### config.mk
export PLATFORM = sky130hd
export DESIGN_NAME = hisSubsystem
export DESIGN_NICKNAME = d
export VERILOG_FILES = /design/src/common/histCtrlPkg.sv /design/src/common/histDataPkg.sv /design/src/histogram/histBuilder.sv /design/src/histogram/binMemory.sv /design/src/logic/peakDetector.sv /design/src/logic/hisSubsystem.sv
export SDC_FILE = /design/constraint.sdc
export NUM_CORES = 1
export LEC_CHECK = 0
export ABC_CLOCK_PERIOD_IN_PS = 3600
export BUFFER_PORTS_ARGS = -buffer_cell sky130_fd_sc_hd__buf_2
export CORE_MARGIN = 2
export CORE_UTILIZATION = 57
export CTS_CLUSTER_SIZE = 28
export DETAILED_ROUTE_END_ITERATION = 7
export HOLD_SLACK_MARGIN = 0.12
export PLACE_DENSITY = 0.84
export SLEW_MARGIN = 20
export SYNTH_ARGS = -nofsm -noshare
export SYNTH_HDL_FRONTEND = slang
export SYNTH_HIERARCHICAL = 1
export SYNTH_SLANG_ARGS = --single-unit
export TNS_END_PERCENT = 30
### constraint.sdc
create_clock -name clk -period 3.6 [get_ports clk]
set_input_delay 0 -clock clk [delete_from_list [all_inputs] [get_ports clk]]
set_output_delay 0 -clock clk [all_outputs]
set_load 0.03 [all_outputs]
### src/common/histCtrlPkg.sv
package histCtrlPkg;

    // which pass of the two-pass histogram is running
    typedef enum logic [0:0] {
        PHASE_COARSE,
        PHASE_FINE
    } histPhase;

    // builder sequencing: count samples, flag the end, wait for the peak
    typedef enum logic [1:0] {
        B_ACQ,
        B_WAIT_PEAK,
        B_DONE
    } builderState;

    // detector sequencing
    typedef enum logic [1:0] {
        D_IDLE,
        D_SCAN,
        D_DRAIN,
        D_REPORT
    } detectState;

    // bin memory command
    typedef enum logic [1:0] {
        MEM_NOP,
        MEM_INC,
        MEM_READCLR
    } memOp;

endpackage

### src/common/histDataPkg.sv
package histDataPkg;

    // sample code width, coarse field sits in the upper bits
    localparam int DEF_SAMPLE_WIDTH = 6;

    // coarse field width, the fine field is whatever is left
    localparam int DEF_COARSE_BITS = 3;

    // per-bin counter width
    // must hold DEF_ACQ_LENGTH without wrapping
    localparam int DEF_COUNT_WIDTH = 5;

    // counted samples per pass
    localparam int DEF_ACQ_LENGTH = 16;

endpackage

### src/histogram/histBuilder.sv
`timescale 1ns/1ps

module histBuilder import histCtrlPkg::*; #(
    parameter int sampleWidth = 6,
    parameter int coarseBits  = 3,
    parameter int acqLength   = 16
) (
    input  logic                       clk,
    input  logic                       reset,
    input  logic                       wrEn,
    input  logic [sampleWidth-1:0]     roughData,
    input  logic                       peakValid,
    input  logic [binBitsOf(sampleWidth, coarseBits)-1:0] peakIndex,
    input  histPhase                   peakPhase,
    output logic                       sampleReady,
    output memOp                       incOp,
    output logic [binBitsOf(sampleWidth, coarseBits)-1:0] incIndex,
    output logic                       acqDone,
    output histPhase                   acqPhase
);

    // memory index is wide enough for either field
    function automatic int binBitsOf(input int width, input int coarse);
        binBitsOf = (coarse > width - coarse) ? coarse : width - coarse;
    endfunction

    localparam int fineBits = sampleWidth - coarseBits;
    localparam int binBits  = binBitsOf(sampleWidth, coarseBits);
    localparam int cntWidth = $clog2(acqLength + 1);

    builderState state;
    histPhase    phase;

    // coarse peak from the first pass, filter for the second
    logic [coarseBits-1:0] coarsePeak;
    logic [cntWidth-1:0]   acqCount;

    logic [coarseBits-1:0] coarseField;
    logic [fineBits-1:0]   fineField;
    logic                  accepted;
    logic                  counted;
    logic                  lastSample;

    assign coarseField = roughData[sampleWidth-1 -: coarseBits];
    assign fineField   = roughData[fineBits-1:0];

    // ready only while acquiring, scan gap is back-pressured
    assign sampleReady = (state == B_ACQ);
    assign accepted    = wrEn && sampleReady;

    // fine pass keeps only samples under the coarse peak
    assign counted    = accepted && ((phase == PHASE_COARSE) || (coarseField == coarsePeak));
    assign lastSample = counted && (acqCount == cntWidth'(acqLength - 1));

    assign incOp    = counted ? MEM_INC : MEM_NOP;
    assign incIndex = (phase == PHASE_COARSE) ? binBits'(coarseField) : binBits'(fineField);

    // one-cycle pulse right after the last counted sample
    assign acqDone  = (state == B_DONE);
    assign acqPhase = phase;

    always_ff @(posedge clk) begin
        if (reset) begin
            state      <= B_ACQ;
            phase      <= PHASE_COARSE;
            coarsePeak <= '0;
            acqCount   <= '0;
        end else begin
            case (state)
                B_ACQ: begin
                    if (lastSample) begin
                        acqCount <= '0;
                        state    <= B_DONE;
                    end else if (counted) begin
                        acqCount <= acqCount + 1'b1;
                    end
                end
                B_DONE: begin
                    state <= B_WAIT_PEAK;
                end
                B_WAIT_PEAK: begin
                    if (peakValid) begin
                        // coarse result arms the fine filter
                        if (peakPhase == PHASE_COARSE) begin
                            coarsePeak <= peakIndex[coarseBits-1:0];
                            phase      <= PHASE_FINE;
                        end else begin
                            phase <= PHASE_COARSE;
                        end
                        state <= B_ACQ;
                    end
                end
                default: begin
                    state <= B_ACQ;
                end
            endcase
        end
    end

endmodule

### src/histogram/binMemory.sv
`timescale 1ns/1ps

module binMemory import histCtrlPkg::*; #(
    parameter int binBits    = 3,
    parameter int countWidth = 5
) (
    input  logic                  clk,
    input  logic                  reset,
    input  memOp                  incOp,
    input  logic [binBits-1:0]    incIndex,
    input  memOp                  scanOp,
    input  logic [binBits-1:0]    scanIndex,
    output logic [countWidth-1:0] binCount
);

    localparam int numBins = 2 ** binBits;

    logic [countWidth-1:0] mem [numBins];

    // second increment stage, write pending for the next edge
    logic                  wrValid;
    logic [binBits-1:0]    wrIndex;
    logic [countWidth-1:0] wrCount;

    logic                  incActive;
    logic                  clrActive;
    logic [binBits-1:0]    rdIndex;
    logic [countWidth-1:0] rdCount;

    // increment wins, scan only when no sample is counted
    assign incActive = (incOp == MEM_INC);
    assign clrActive = !incActive && (scanOp == MEM_READCLR);
    assign rdIndex   = incActive ? incIndex : scanIndex;

    // forward the in-flight write so back-to-back hits see the new count
    assign rdCount = (wrValid && (wrIndex == rdIndex)) ? wrCount : mem[rdIndex];

    always_ff @(posedge clk) begin
        if (reset) begin
            for (int i = 0; i < numBins; i++) begin
                mem[i] <= '0;
            end
            wrValid  <= 1'b0;
            wrIndex  <= '0;
            wrCount  <= '0;
            binCount <= '0;
        end else begin
            // stage 1, read and add
            wrValid <= incActive;
            wrIndex <= incIndex;
            wrCount <= rdCount + 1'b1;

            // stage 2, commit
            if (wrValid) begin
                mem[wrIndex] <= wrCount;
            end

            // read-and-clear, a clear after a pending write to the same bin wins
            if (clrActive) begin
                binCount       <= rdCount;
                mem[scanIndex] <= '0;
            end
        end
    end

endmodule

### src/logic/peakDetector.sv
`timescale 1ns/1ps

module peakDetector import histCtrlPkg::*; #(
    parameter int binBits    = 3,
    parameter int countWidth = 5
) (
    input  logic                  clk,
    input  logic                  reset,
    input  logic                  acqDone,
    input  histPhase              acqPhase,
    input  logic [countWidth-1:0] binCount,
    output memOp                  scanOp,
    output logic [binBits-1:0]    scanIndex,
    output logic                  peakValid,
    output logic [binBits-1:0]    peakIndex,
    output histPhase              peakPhase,
    output logic [binBits-1:0]    peakCoarse,
    output logic [binBits-1:0]    peakFine,
    output logic                  peakDone
);

    detectState state;
    histPhase   phaseReg;

    logic [binBits-1:0]    scanIdx;

    // index of the count arriving this cycle
    logic                  cmpValid;
    logic [binBits-1:0]    cmpIndex;

    logic [countWidth-1:0] bestCount;
    logic [binBits-1:0]    bestIndex;

    logic                  takeNew;
    logic [binBits-1:0]    finalIndex;

    // strictly greater keeps the lowest index on ties
    assign takeNew    = cmpValid && (binCount > bestCount);
    assign finalIndex = takeNew ? cmpIndex : bestIndex;

    assign scanOp    = (state == D_SCAN) ? MEM_READCLR : MEM_NOP;
    assign scanIndex = scanIdx;

    assign peakValid = (state == D_REPORT);
    assign peakIndex = bestIndex;
    assign peakPhase = phaseReg;
    assign peakDone  = peakValid && (phaseReg == PHASE_FINE);

    always_ff @(posedge clk) begin
        if (reset) begin
            state      <= D_IDLE;
            phaseReg   <= PHASE_COARSE;
            scanIdx    <= '0;
            cmpValid   <= 1'b0;
            cmpIndex   <= '0;
            bestCount  <= '0;
            bestIndex  <= '0;
            peakCoarse <= '0;
            peakFine   <= '0;
        end else begin
            // memory answers one cycle after the command
            cmpValid <= (state == D_SCAN);
            cmpIndex <= scanIdx;

            if (takeNew) begin
                bestCount <= binCount;
                bestIndex <= cmpIndex;
            end

            case (state)
                D_IDLE: begin
                    if (acqDone) begin
                        phaseReg  <= acqPhase;
                        scanIdx   <= '0;
                        bestCount <= '0;
                        bestIndex <= '0;
                        state     <= D_SCAN;
                    end
                end
                D_SCAN: begin
                    scanIdx <= scanIdx + 1'b1;
                    if (scanIdx == '1) begin
                        state <= D_DRAIN;
                    end
                end
                D_DRAIN: begin
                    // last count compared here, result is final
                    if (phaseReg == PHASE_COARSE) begin
                        peakCoarse <= finalIndex;
                    end else begin
                        peakFine <= finalIndex;
                    end
                    state <= D_REPORT;
                end
                D_REPORT: begin
                    state <= D_IDLE;
                end
                default: begin
                    state <= D_IDLE;
                end
            endcase
        end
    end

endmodule

### src/logic/hisSubsystem.sv
`timescale 1ns/1ps

module hisSubsystem import histCtrlPkg::*, histDataPkg::*; #(
    parameter int sampleWidth = DEF_SAMPLE_WIDTH,
    parameter int coarseBits  = DEF_COARSE_BITS,
    parameter int countWidth  = DEF_COUNT_WIDTH,
    parameter int acqLength   = DEF_ACQ_LENGTH,
    // one shared memory, sized for the wider of the two fields
    localparam int binBits = (coarseBits > sampleWidth - coarseBits) ?
                             coarseBits : sampleWidth - coarseBits
) (
    input  logic                   clk,
    input  logic                   reset,
    input  logic                   wrEn,
    input  logic [sampleWidth-1:0] roughData,
    output logic                   sampleReady,
    output logic [binBits-1:0]     peakCoarse,
    output logic [binBits-1:0]     peakFine,
    output logic                   peakDone
);

    // builder to memory
    memOp                  incOp;
    logic [binBits-1:0]    incIndex;

    // builder to detector
    logic                  acqDone;
    histPhase              acqPhase;

    // detector and memory
    memOp                  scanOp;
    logic [binBits-1:0]    scanIndex;
    logic [countWidth-1:0] binCount;

    // detector back to builder
    logic                  peakValid;
    logic [binBits-1:0]    peakIndex;
    histPhase              peakPhase;

    histBuilder #(
        .sampleWidth(sampleWidth),
        .coarseBits (coarseBits),
        .acqLength  (acqLength)
    ) builder_i (
        .clk        (clk),
        .reset      (reset),
        .wrEn       (wrEn),
        .roughData  (roughData),
        .peakValid  (peakValid),
        .peakIndex  (peakIndex),
        .peakPhase  (peakPhase),
        .sampleReady(sampleReady),
        .incOp      (incOp),
        .incIndex   (incIndex),
        .acqDone    (acqDone),
        .acqPhase   (acqPhase)
    );

    binMemory #(
        .binBits   (binBits),
        .countWidth(countWidth)
    ) memory_i (
        .clk      (clk),
        .reset    (reset),
        .incOp    (incOp),
        .incIndex (incIndex),
        .scanOp   (scanOp),
        .scanIndex(scanIndex),
        .binCount (binCount)
    );

    peakDetector #(
        .binBits   (binBits),
        .countWidth(countWidth)
    ) detector_i (
        .clk       (clk),
        .reset     (reset),
        .acqDone   (acqDone),
        .acqPhase  (acqPhase),
        .binCount  (binCount),
        .scanOp    (scanOp),
        .scanIndex (scanIndex),
        .peakValid (peakValid),
        .peakIndex (peakIndex),
        .peakPhase (peakPhase),
        .peakCoarse(peakCoarse),
        .peakFine  (peakFine),
        .peakDone  (peakDone)
    );

endmodule

==> results of run 1 <==
-- layout by cell type (no fill, tap or decap), types with 14 or more instances in the layout --
cell type and instances:
dfxtp_1 89, nor2_1 81, a21oi_1 60, nor3b_1 44, mux2i_1 26, nand3_1 17, buf_2 16, inv_1 15
nor2b_1 14
-- flip-flops by register name, summed over array words and instances (netlist names), 3 cells and up --
signal	cells
memory_i/mem	40
builder_i/acqCount	5
detector_i/bestCount	5
memory_i/binCount	5
memory_i/wrCount	5
builder_i/coarsePeak	3
detector_i/cmpIndex	3
detector_i/peakCoarse	3
detector_i/peakFine	3
detector_i/peakIndex	3
detector_i/scanIndex	3
memory_i/wrIndex	3
-- Yosys cell counts (2+ instances only) --
cell type / number / area, sq um
a21oi_1: 60 / 300
o2111ai_1: 2 / 17.5
clkbuf_1: 9 / 33.8
inv_1: 15 / 56.3
o31ai_1: 2 / 15.0
o21ai_2: 3 / 26.3
buf_4: 3 / 22.5
mux4_2: 2 / 45.0
xor2_1: 3 / 26.3
or3_1: 2 / 12.5
dfxtp_1: 89 / 1780
ha_1: 12 / 150
o21ai_0: 10 / 50.1
nor4b_1: 2 / 17.5
o21a_1: 2 / 15.0
o31ai_4: 3 / 63.8
nor3_1: 8 / 40.0
nor3b_1: 44 / 330
o221ai_1: 2 / 17.5
nor2_1: 81 / 304
a311oi_1: 7 / 61.3
nand2b_1: 6 / 37.5
a32oi_1: 2 / 17.5
mux2_2: 6 / 67.6
nor2b_1: 14 / 87.6
conb_1: 2 / 7.51
nand3_1: 17 / 85.1
nand3b_1: 4 / 30.0
nand2_1: 12 / 45.0
buf_1: 13 / 48.8
a22o_1: 8 / 70.1
and2_1: 7 / 43.8
mux2i_1: 26 / 260
-- cell type report --
cell class	count	area (sq um)	area share
clock buffers	12	155	0.0323
well taps	102	128	0.0266
inverters	15	56.3	0.0117
multi-input cells	370	2480	0.515
flip-flops and latches	89	1780	0.371
clock inverters	4	51.3	0.0107
repair buffers	25	158	0.0328
-- tightest hold or removal path: cells and delay by family --
| family | cells | cell delay, ns |
|---|---|---|
| mux | 1 | 0.21 |
| buf+inv | 2 | 0.19 |
| simple gates | 1 | 0.08 |
-- cells by family after synthesis --
kind of cell | Yosys count | synth area share
XOR/XNOR | 4 | 0.00788
AO/OA/AOI/OAI | 111 | 0.173
buffers and inverters | 42 | 0.0419
other | 2 | 0.00169
flip-flops | 89 | 0.401
multiplexers | 36 | 0.0915
adder cells (fa/ha/maj) | 12 | 0.0338
AND/OR/NAND/NOR | 205 | 0.250
-- what timing repair did --
action                    in CTS  in global routing
setup buffers                  0                  0
resized for setup              0                  0
hold buffers                   4                  0
hold endpoints to repair       4                  0
-- through the flow --
step / hold WS, ns / instance area [sq um] / total power [W] / setup WS, ns
finish: 0.157 / 4810 / 0.00193 / 0.268
global route: 0.190 / 4810 / 0.00201 / 0.0687
CTS: 0.125 / 4810 / 0.00195 / 0.256
detailed placement: 0.426 / 4560 / 0.00125 / 0.271
global placement: 0.394 / 4560 / 0.00124 / 0.428
floorplan: 0.0716 / 4440 / 0.00120 / 0.366
-- routing by layer --
layer	track usage	vias up	routed length, um
met1	0.309	1723	4280
met2	0.405	126	4650
met4	0.143	0	410
met3	0.0464	33	550
met5	0	-	0
li1	-	1791	-
-- power by group through the flow --
stage / Clock, W / Sequential (W) / Combinational [W]
after floorplan: 0 / 0.00104 / 0.000165
after global placement: 0 / 0.00105 / 0.000187
after detailed placement: 0 / 0.00105 / 0.000197
after CTS: 0.000717 / 0.00103 / 0.000200
after global routing: 0.000756 / 0.00103 / 0.000224
final: 0.000702 / 0.00103 / 0.000203
-- worst max-delay path by stage --
stage	from	to	slack [ns]
floorplan	builder_i/state[0]$_SDFFE_PP0P_	memory_i/wrCount[4]$_SDFF_PP0_	0.37
global placement	builder_i/coarsePeak[1]$_SDFFE_PP0P_	memory_i/wrCount[4]$_SDFF_PP0_	0.43
detailed placement	builder_i/coarsePeak[1]$_SDFFE_PP0P_	memory_i/wrCount[4]$_SDFF_PP0_	0.27
CTS	builder_i/coarsePeak[1]$_SDFFE_PP0P_	memory_i/wrCount[4]$_SDFF_PP0_	0.26
global route	builder_i/coarsePeak[1]$_SDFFE_PP0P_	memory_i/wrCount[4]$_SDFF_PP0_	0.07
finish	builder_i/coarsePeak[1]$_SDFFE_PP0P_	memory_i/wrCount[4]$_SDFF_PP0_	0.27
==> run_results.csv, run 1 <==
group,metric,value,unit
routing,drtIter0Drc,155,
pwr,sw_frac_of_total,0.256,
floorplanning,rows,32,
worst_hold_path,min_to,"memory_i/wrIndex[1]$_SDFF_PP0_",
clock_network,cts_root_buf,"clkbuf_8",
worst_setup_path,r2r_end,"memory_i/wrCount[4]$_SDFF_PP0_",
timing,grt_setup_unrepaired,"false",
worst_setup_path,worst-endpoint-arrival,3.58,ns
worst_setup_path,ff2ff_path_depth,10,
global_route,grt_use_total,0.249,
routing,viasPerCell,5.95,
floorplanning,dieWidth,92.3,um
routing,wl,9890,um
pwr,ir_worst_vdd,0.340,mV
pwr,cell_internal_pwr,0.00144,W
worst_setup_path,critical_path_depth,10,
clock_network,tritoncts.num_buffers,9,
worst_setup_path,crit_path_cell_trace,"xor2_1 > o31a_1 > nor2_1 > nand2b_4 > mux2i_1 > mux4_2 > mux2_2 > mux2_2 > nor2b_1 > mux2_1",
routing,firstDrtPassIters,6,
floorplanning,dieHeight,92.3,um
worst_setup_path,r2r_slack,0.27,ns
floorplanning,start_util,0.581,
timing,final_hold_viol_count,0,
routing,drc,0,
timing,min_period,3.33,ns
synth,syn_nets,522,
global_route,grt_max_degree,53,
cells_and_area,layout-area-overhead-vs-synth,8.14,%
synth,synthArstFlopShare,0,
routing,ant_nets,0,
place,gp_congestion,0.946,
timing,setup_viol,0,
worst_setup_path,cp_data_required_time,3.85,ns
worst_setup_path,critPathBufInv,0,
timing,max_freq,300,MHz
worst_setup_path,cp-end-kind,"flop",
clock_network,cts.sinks,89,
timing,skew,0.0168,ns
place,placed_cells,597,
cells_and_area,nFillCells,659,
synth,seq_area_frac_synth,0.401,
routing,wl_per_cell,16.0,um
worst_setup_path,slowest_delay,0.55,ns
clock_network,clockBufferDepth,2,
synth,synth_cells,501,
worst_setup_path,worst_path_most_repeated_cell,"mux2_2",
global_route,grt_pass1_vias,3580,
worst_setup_path,critical_path_class,"reg -> reg",
worst_setup_path,cp-start-kind,"flop",
cells_and_area,post-route-util,0.628,
synth,ys_ff_latch,89,
global_route,grt_pass1_wl,16900,um
routing,dr_total_vias,3673,
place,portBuffers,16,
clock_network,clk_latency,0.37,ns
pwr,pwr-share-clk,0.363,
timing,slew_headroom,0.387,
worst_setup_path,cp_max_fo,13,
clock_network,clk_pin_slew,0.08,ns
worst_hold_path,holdPathStages,4,
pwr,p_switching,0.000495,W
timing,final.period_utilization,0.925,
cells_and_area,antennaDiodeCount,0,
synth,synth.distinct_cells,56,
flow_run,cap_violations,0,
pwr,leakage,1.94,nW
synth,ys_warn_count,6,
synth,synth_edf_count,0,
worst_setup_path,crit_family,"multiplexers",
floorplanning,core_area,7650,sq um
worst_setup_path,rr_startpoint,"builder_i/coarsePeak[1]$_SDFFE_PP0P_",
cells_and_area,finalNetCount,531,
place,dp_hpwl,6970,um
worst_setup_path,cp_slowest_cell,"mux4_2",
floorplanning,die-area,8520,sq um
run_status,outcome,"finished, final reports clean",
synth,avgSynthCellArea,8.87,sq um
global_route,antenna_found_initial,0,
timing,tightest_slew,0.920,ns
worst_hold_path,hold_path_class,"in -> reg",
synth,synth_top_flop_cell,"dfxtp_1",
pwr,combinationalPowerShare,0.105,
timing,tns,0,ns
clock_network,cts_max_level,3,
global_route,overflow,0,
timing,drv_slew,0,
pwr,power.density,403,nW/um^2
pwr,seq_power_share,0.532,
floorplanning,ios,17,
synth,netlist_area,4440,sq um
worst_hold_path,hold_start,"roughData[1]",
cells_and_area,drive_above_1_share,0.115,
cells_and_area,stdcell_count,617,
clock_network,cts_tree,"done",
Note: power is estimated with default switching activity, not from simulation.
==> inputs of run 2 (changes only) <==
--- a/config.mk
+++ b/config.mk
@@ -5,7 +5,7 @@
 export SDC_FILE = /design/constraint.sdc
 export NUM_CORES = 1
 export LEC_CHECK = 0
-export ABC_CLOCK_PERIOD_IN_PS = 3600
+export ABC_CLOCK_PERIOD_IN_PS = 4300
 export BUFFER_PORTS_ARGS = -buffer_cell sky130_fd_sc_hd__buf_2
 export CORE_MARGIN = 2
 export CORE_UTILIZATION = 57
==> constraint.sdc (replaced) <==
create_clock -name clk -period 4.3 [get_ports clk]
set_input_delay 0 -clock clk [delete_from_list [all_inputs] [get_ports clk]]
set_output_delay 0 -clock clk [all_outputs]
set_load 0.03 [all_outputs]
==> run_results.csv, run 2 (synthesis results as in run 1) <==
group,metric,value,unit
place,place_area,4540,sq um
floorplanning,start_util,0.581,
global_route,grt_max_degree,56,
timing,final.period_utilization,0.792,
global_route,overflow,0,
timing,tns,0,ns
pwr,leakage,1.92,nW
clock_network,cts_setup_buffers,0,
pwr,pwr-share-clk,0.364,
worst_setup_path,critPathBufInv,0,
routing,dr_total_vias,3695,
timing,final_hold_viol_count,0,
floorplanning,die-area,8520,sq um
routing,viasPerCell,6.03,
timing,slew_headroom,0.489,
worst_setup_path,critical_path_class,"reg -> reg",
pwr,seq_power_share,0.532,
cells_and_area,nFillCells,664,
cells_and_area,layout-area-overhead-vs-synth,7.35,%
global_route,grt_pass1_wl,16900,um
worst_setup_path,crit_family,"multiplexers",
worst_setup_path,slowest_delay,0.65,ns
global_route,grt_use_total,0.251,
worst_hold_path,hold_path_class,"in -> reg",
pwr,power.density,339,nW/um^2
clock_network,cts.sinks,89,
place,gp_congestion,0.966,
floorplanning,dieWidth,92.3,um
routing,drtIter0Drc,269,
run_status,outcome,"finished, final reports clean",
pwr,cell_internal_pwr,0.00120,W
timing,drv_slew,0,
cells_and_area,largest_register,"memory_i/mem",
clock_network,tritoncts.num_buffers,9,
place,portBuffers,16,
routing,drc,0,
worst_setup_path,cp-start-kind,"flop",
routing,wl,10000,um
clock_network,cts_tree,"done",
pwr,ir_worst_vdd,0.267,mV
worst_setup_path,cp_slowest_cell,"mux2i_4",
timing,skew,0.0136,ns
clock_network,clk_latency,0.37,ns
clock_network,cts_hold_buf,2,
flow_run,cap_violations,0,
timing,tightest_slew,0.751,ns
cells_and_area,final_common_cell,"dfxtp_1",
timing,grt_setup_unrepaired,"false",
global_route,antenna_found_initial,0,
floorplanning,core_area,7650,sq um
routing,wl_per_cell,16.4,um
place,dpl_worst_slack,0.928,ns
worst_setup_path,cp_data_required_time,4.56,ns
worst_setup_path,crit_path_cell_trace,"xor2_1 > o31a_1 > nor2_1 > nand2b_4 > mux2i_4 > mux2i_1 > a22o_1 > o31ai_4 > nand4_1 > mux2_1",
floorplanning,ios,17,
timing,setup_ws,0.895,ns
clock_network,cts_resized,0,
cells_and_area,layout_common_cells,"89 x dfxtp_1, 81 x nor2_1, 60 x a21oi_1",
pwr,combinationalPowerShare,0.104,
routing,firstDrtPassIters,5,
cells_and_area,drive_above_1_share,0.112,
cells_and_area,design_area,4770,sq um
routing,ant_nets,0,
pwr,sw_frac_of_total,0.257,
global_route,grt_pass1_vias,3496,
worst_setup_path,cp_max_fo,17,
timing,setup_viol,0,
clock_network,clk_pin_slew,0.09,ns
floorplanning,dieHeight,92.3,um
worst_setup_path,worst-endpoint-arrival,3.67,ns
clock_network,clockBufferDepth,2,
cells_and_area,multi_input_comb_area,2480,sq um
timing,max_freq,294,MHz
pwr,p_switching,0.000417,W
floorplanning,rows,32,
timing,min_period,3.41,ns
cells_and_area,antennaDiodeCount,0,
clock_network,cts_max_level,3,
cells_and_area,seq_area,1780,sq um
place,dp_hpwl,7210,um
clock_network,cts_root_buf,"clkbuf_8",
pwr,p_total,0.00162,W
worst_setup_path,cp-end-kind,"flop",
cells_and_area,finalNetCount,527,
cells_and_area,largest_register_ffs,40,
-- run 2: layout make-up --
cell class / count / area share
Inverter: 15 / 0.0118
Timing Repair Buffer: 21 / 0.0257
Tap cell: 102 / 0.0268
Sequential cell: 89 / 0.373
Multi-Input combinational cell: 370 / 0.519
Clock inverter: 4 / 0.0108
Clock buffer: 12 / 0.0325
-- run 2: through the flow --
step	instances	hold slack [ns]	utilization
global route	613	0.137	0.624
detailed placement	595	0.395	0.594
floorplan	501	0.0716	-
global placement	595	0.389	0.594
CTS	613	0.124	0.624
finish	613	0.131	0.624
-- run 2: final timing paths --
kind	startpoint	endpoint	slack, ns	cells after the start
worst min-delay path	roughData[3]	memory_i/wrIndex[0]$_SDFF_PP0_	0.13	3
worst max register to register	builder_i/coarsePeak[1]$_SDFFE_PP0P_	memory_i/wrCount[4]$_SDFF_PP0_	0.89	10
worst min register to register	detector_i/bestCount[3]$_SDFF_PP0_	detector_i/bestCount[3]$_SDFF_PP0_	0.48	2
worst max-delay path	builder_i/coarsePeak[1]$_SDFFE_PP0P_	memory_i/wrCount[4]$_SDFF_PP0_	0.89	10
-- run 2: power groups by stage --
| stage | Clock (W) | Sequential [W] | Combinational [W] |
|---|---|---|---|
| floorplan | 0 | 0.000868 | 0.000138 |
| global placement | 0 | 0.000879 | 0.000155 |
| detailed placement | 0 | 0.000880 | 0.000163 |
| CTS | 0.000598 | 0.000861 | 0.000165 |
| global route | 0.000641 | 0.000864 | 0.000183 |
| finish | 0.000589 | 0.000862 | 0.000168 |
-- run 2: worst reg2reg max path, stage by stage (launching register included) --
cell      delay [ns]
dfxtp_1         0.32
xor2_1          0.17
o31a_1          0.37
nor2_1          0.27
nand2b_4        0.18
mux2i_4         0.65
mux2i_1         0.19
a22o_1          0.30
o31ai_4         0.35
nand4_1         0.17
mux2_1          0.33
-- run 2: layer usage --
layer | global-route usage | part of all wire | up-vias
met5 | 0 | 0 | -
met4 | 0.109 | 0.037 | 0
met3 | 0.0749 | 0.070 | 33
met2 | 0.415 | 0.47 | 143
met1 | 0.302 | 0.42 | 1728
li1 | - | - | 1791
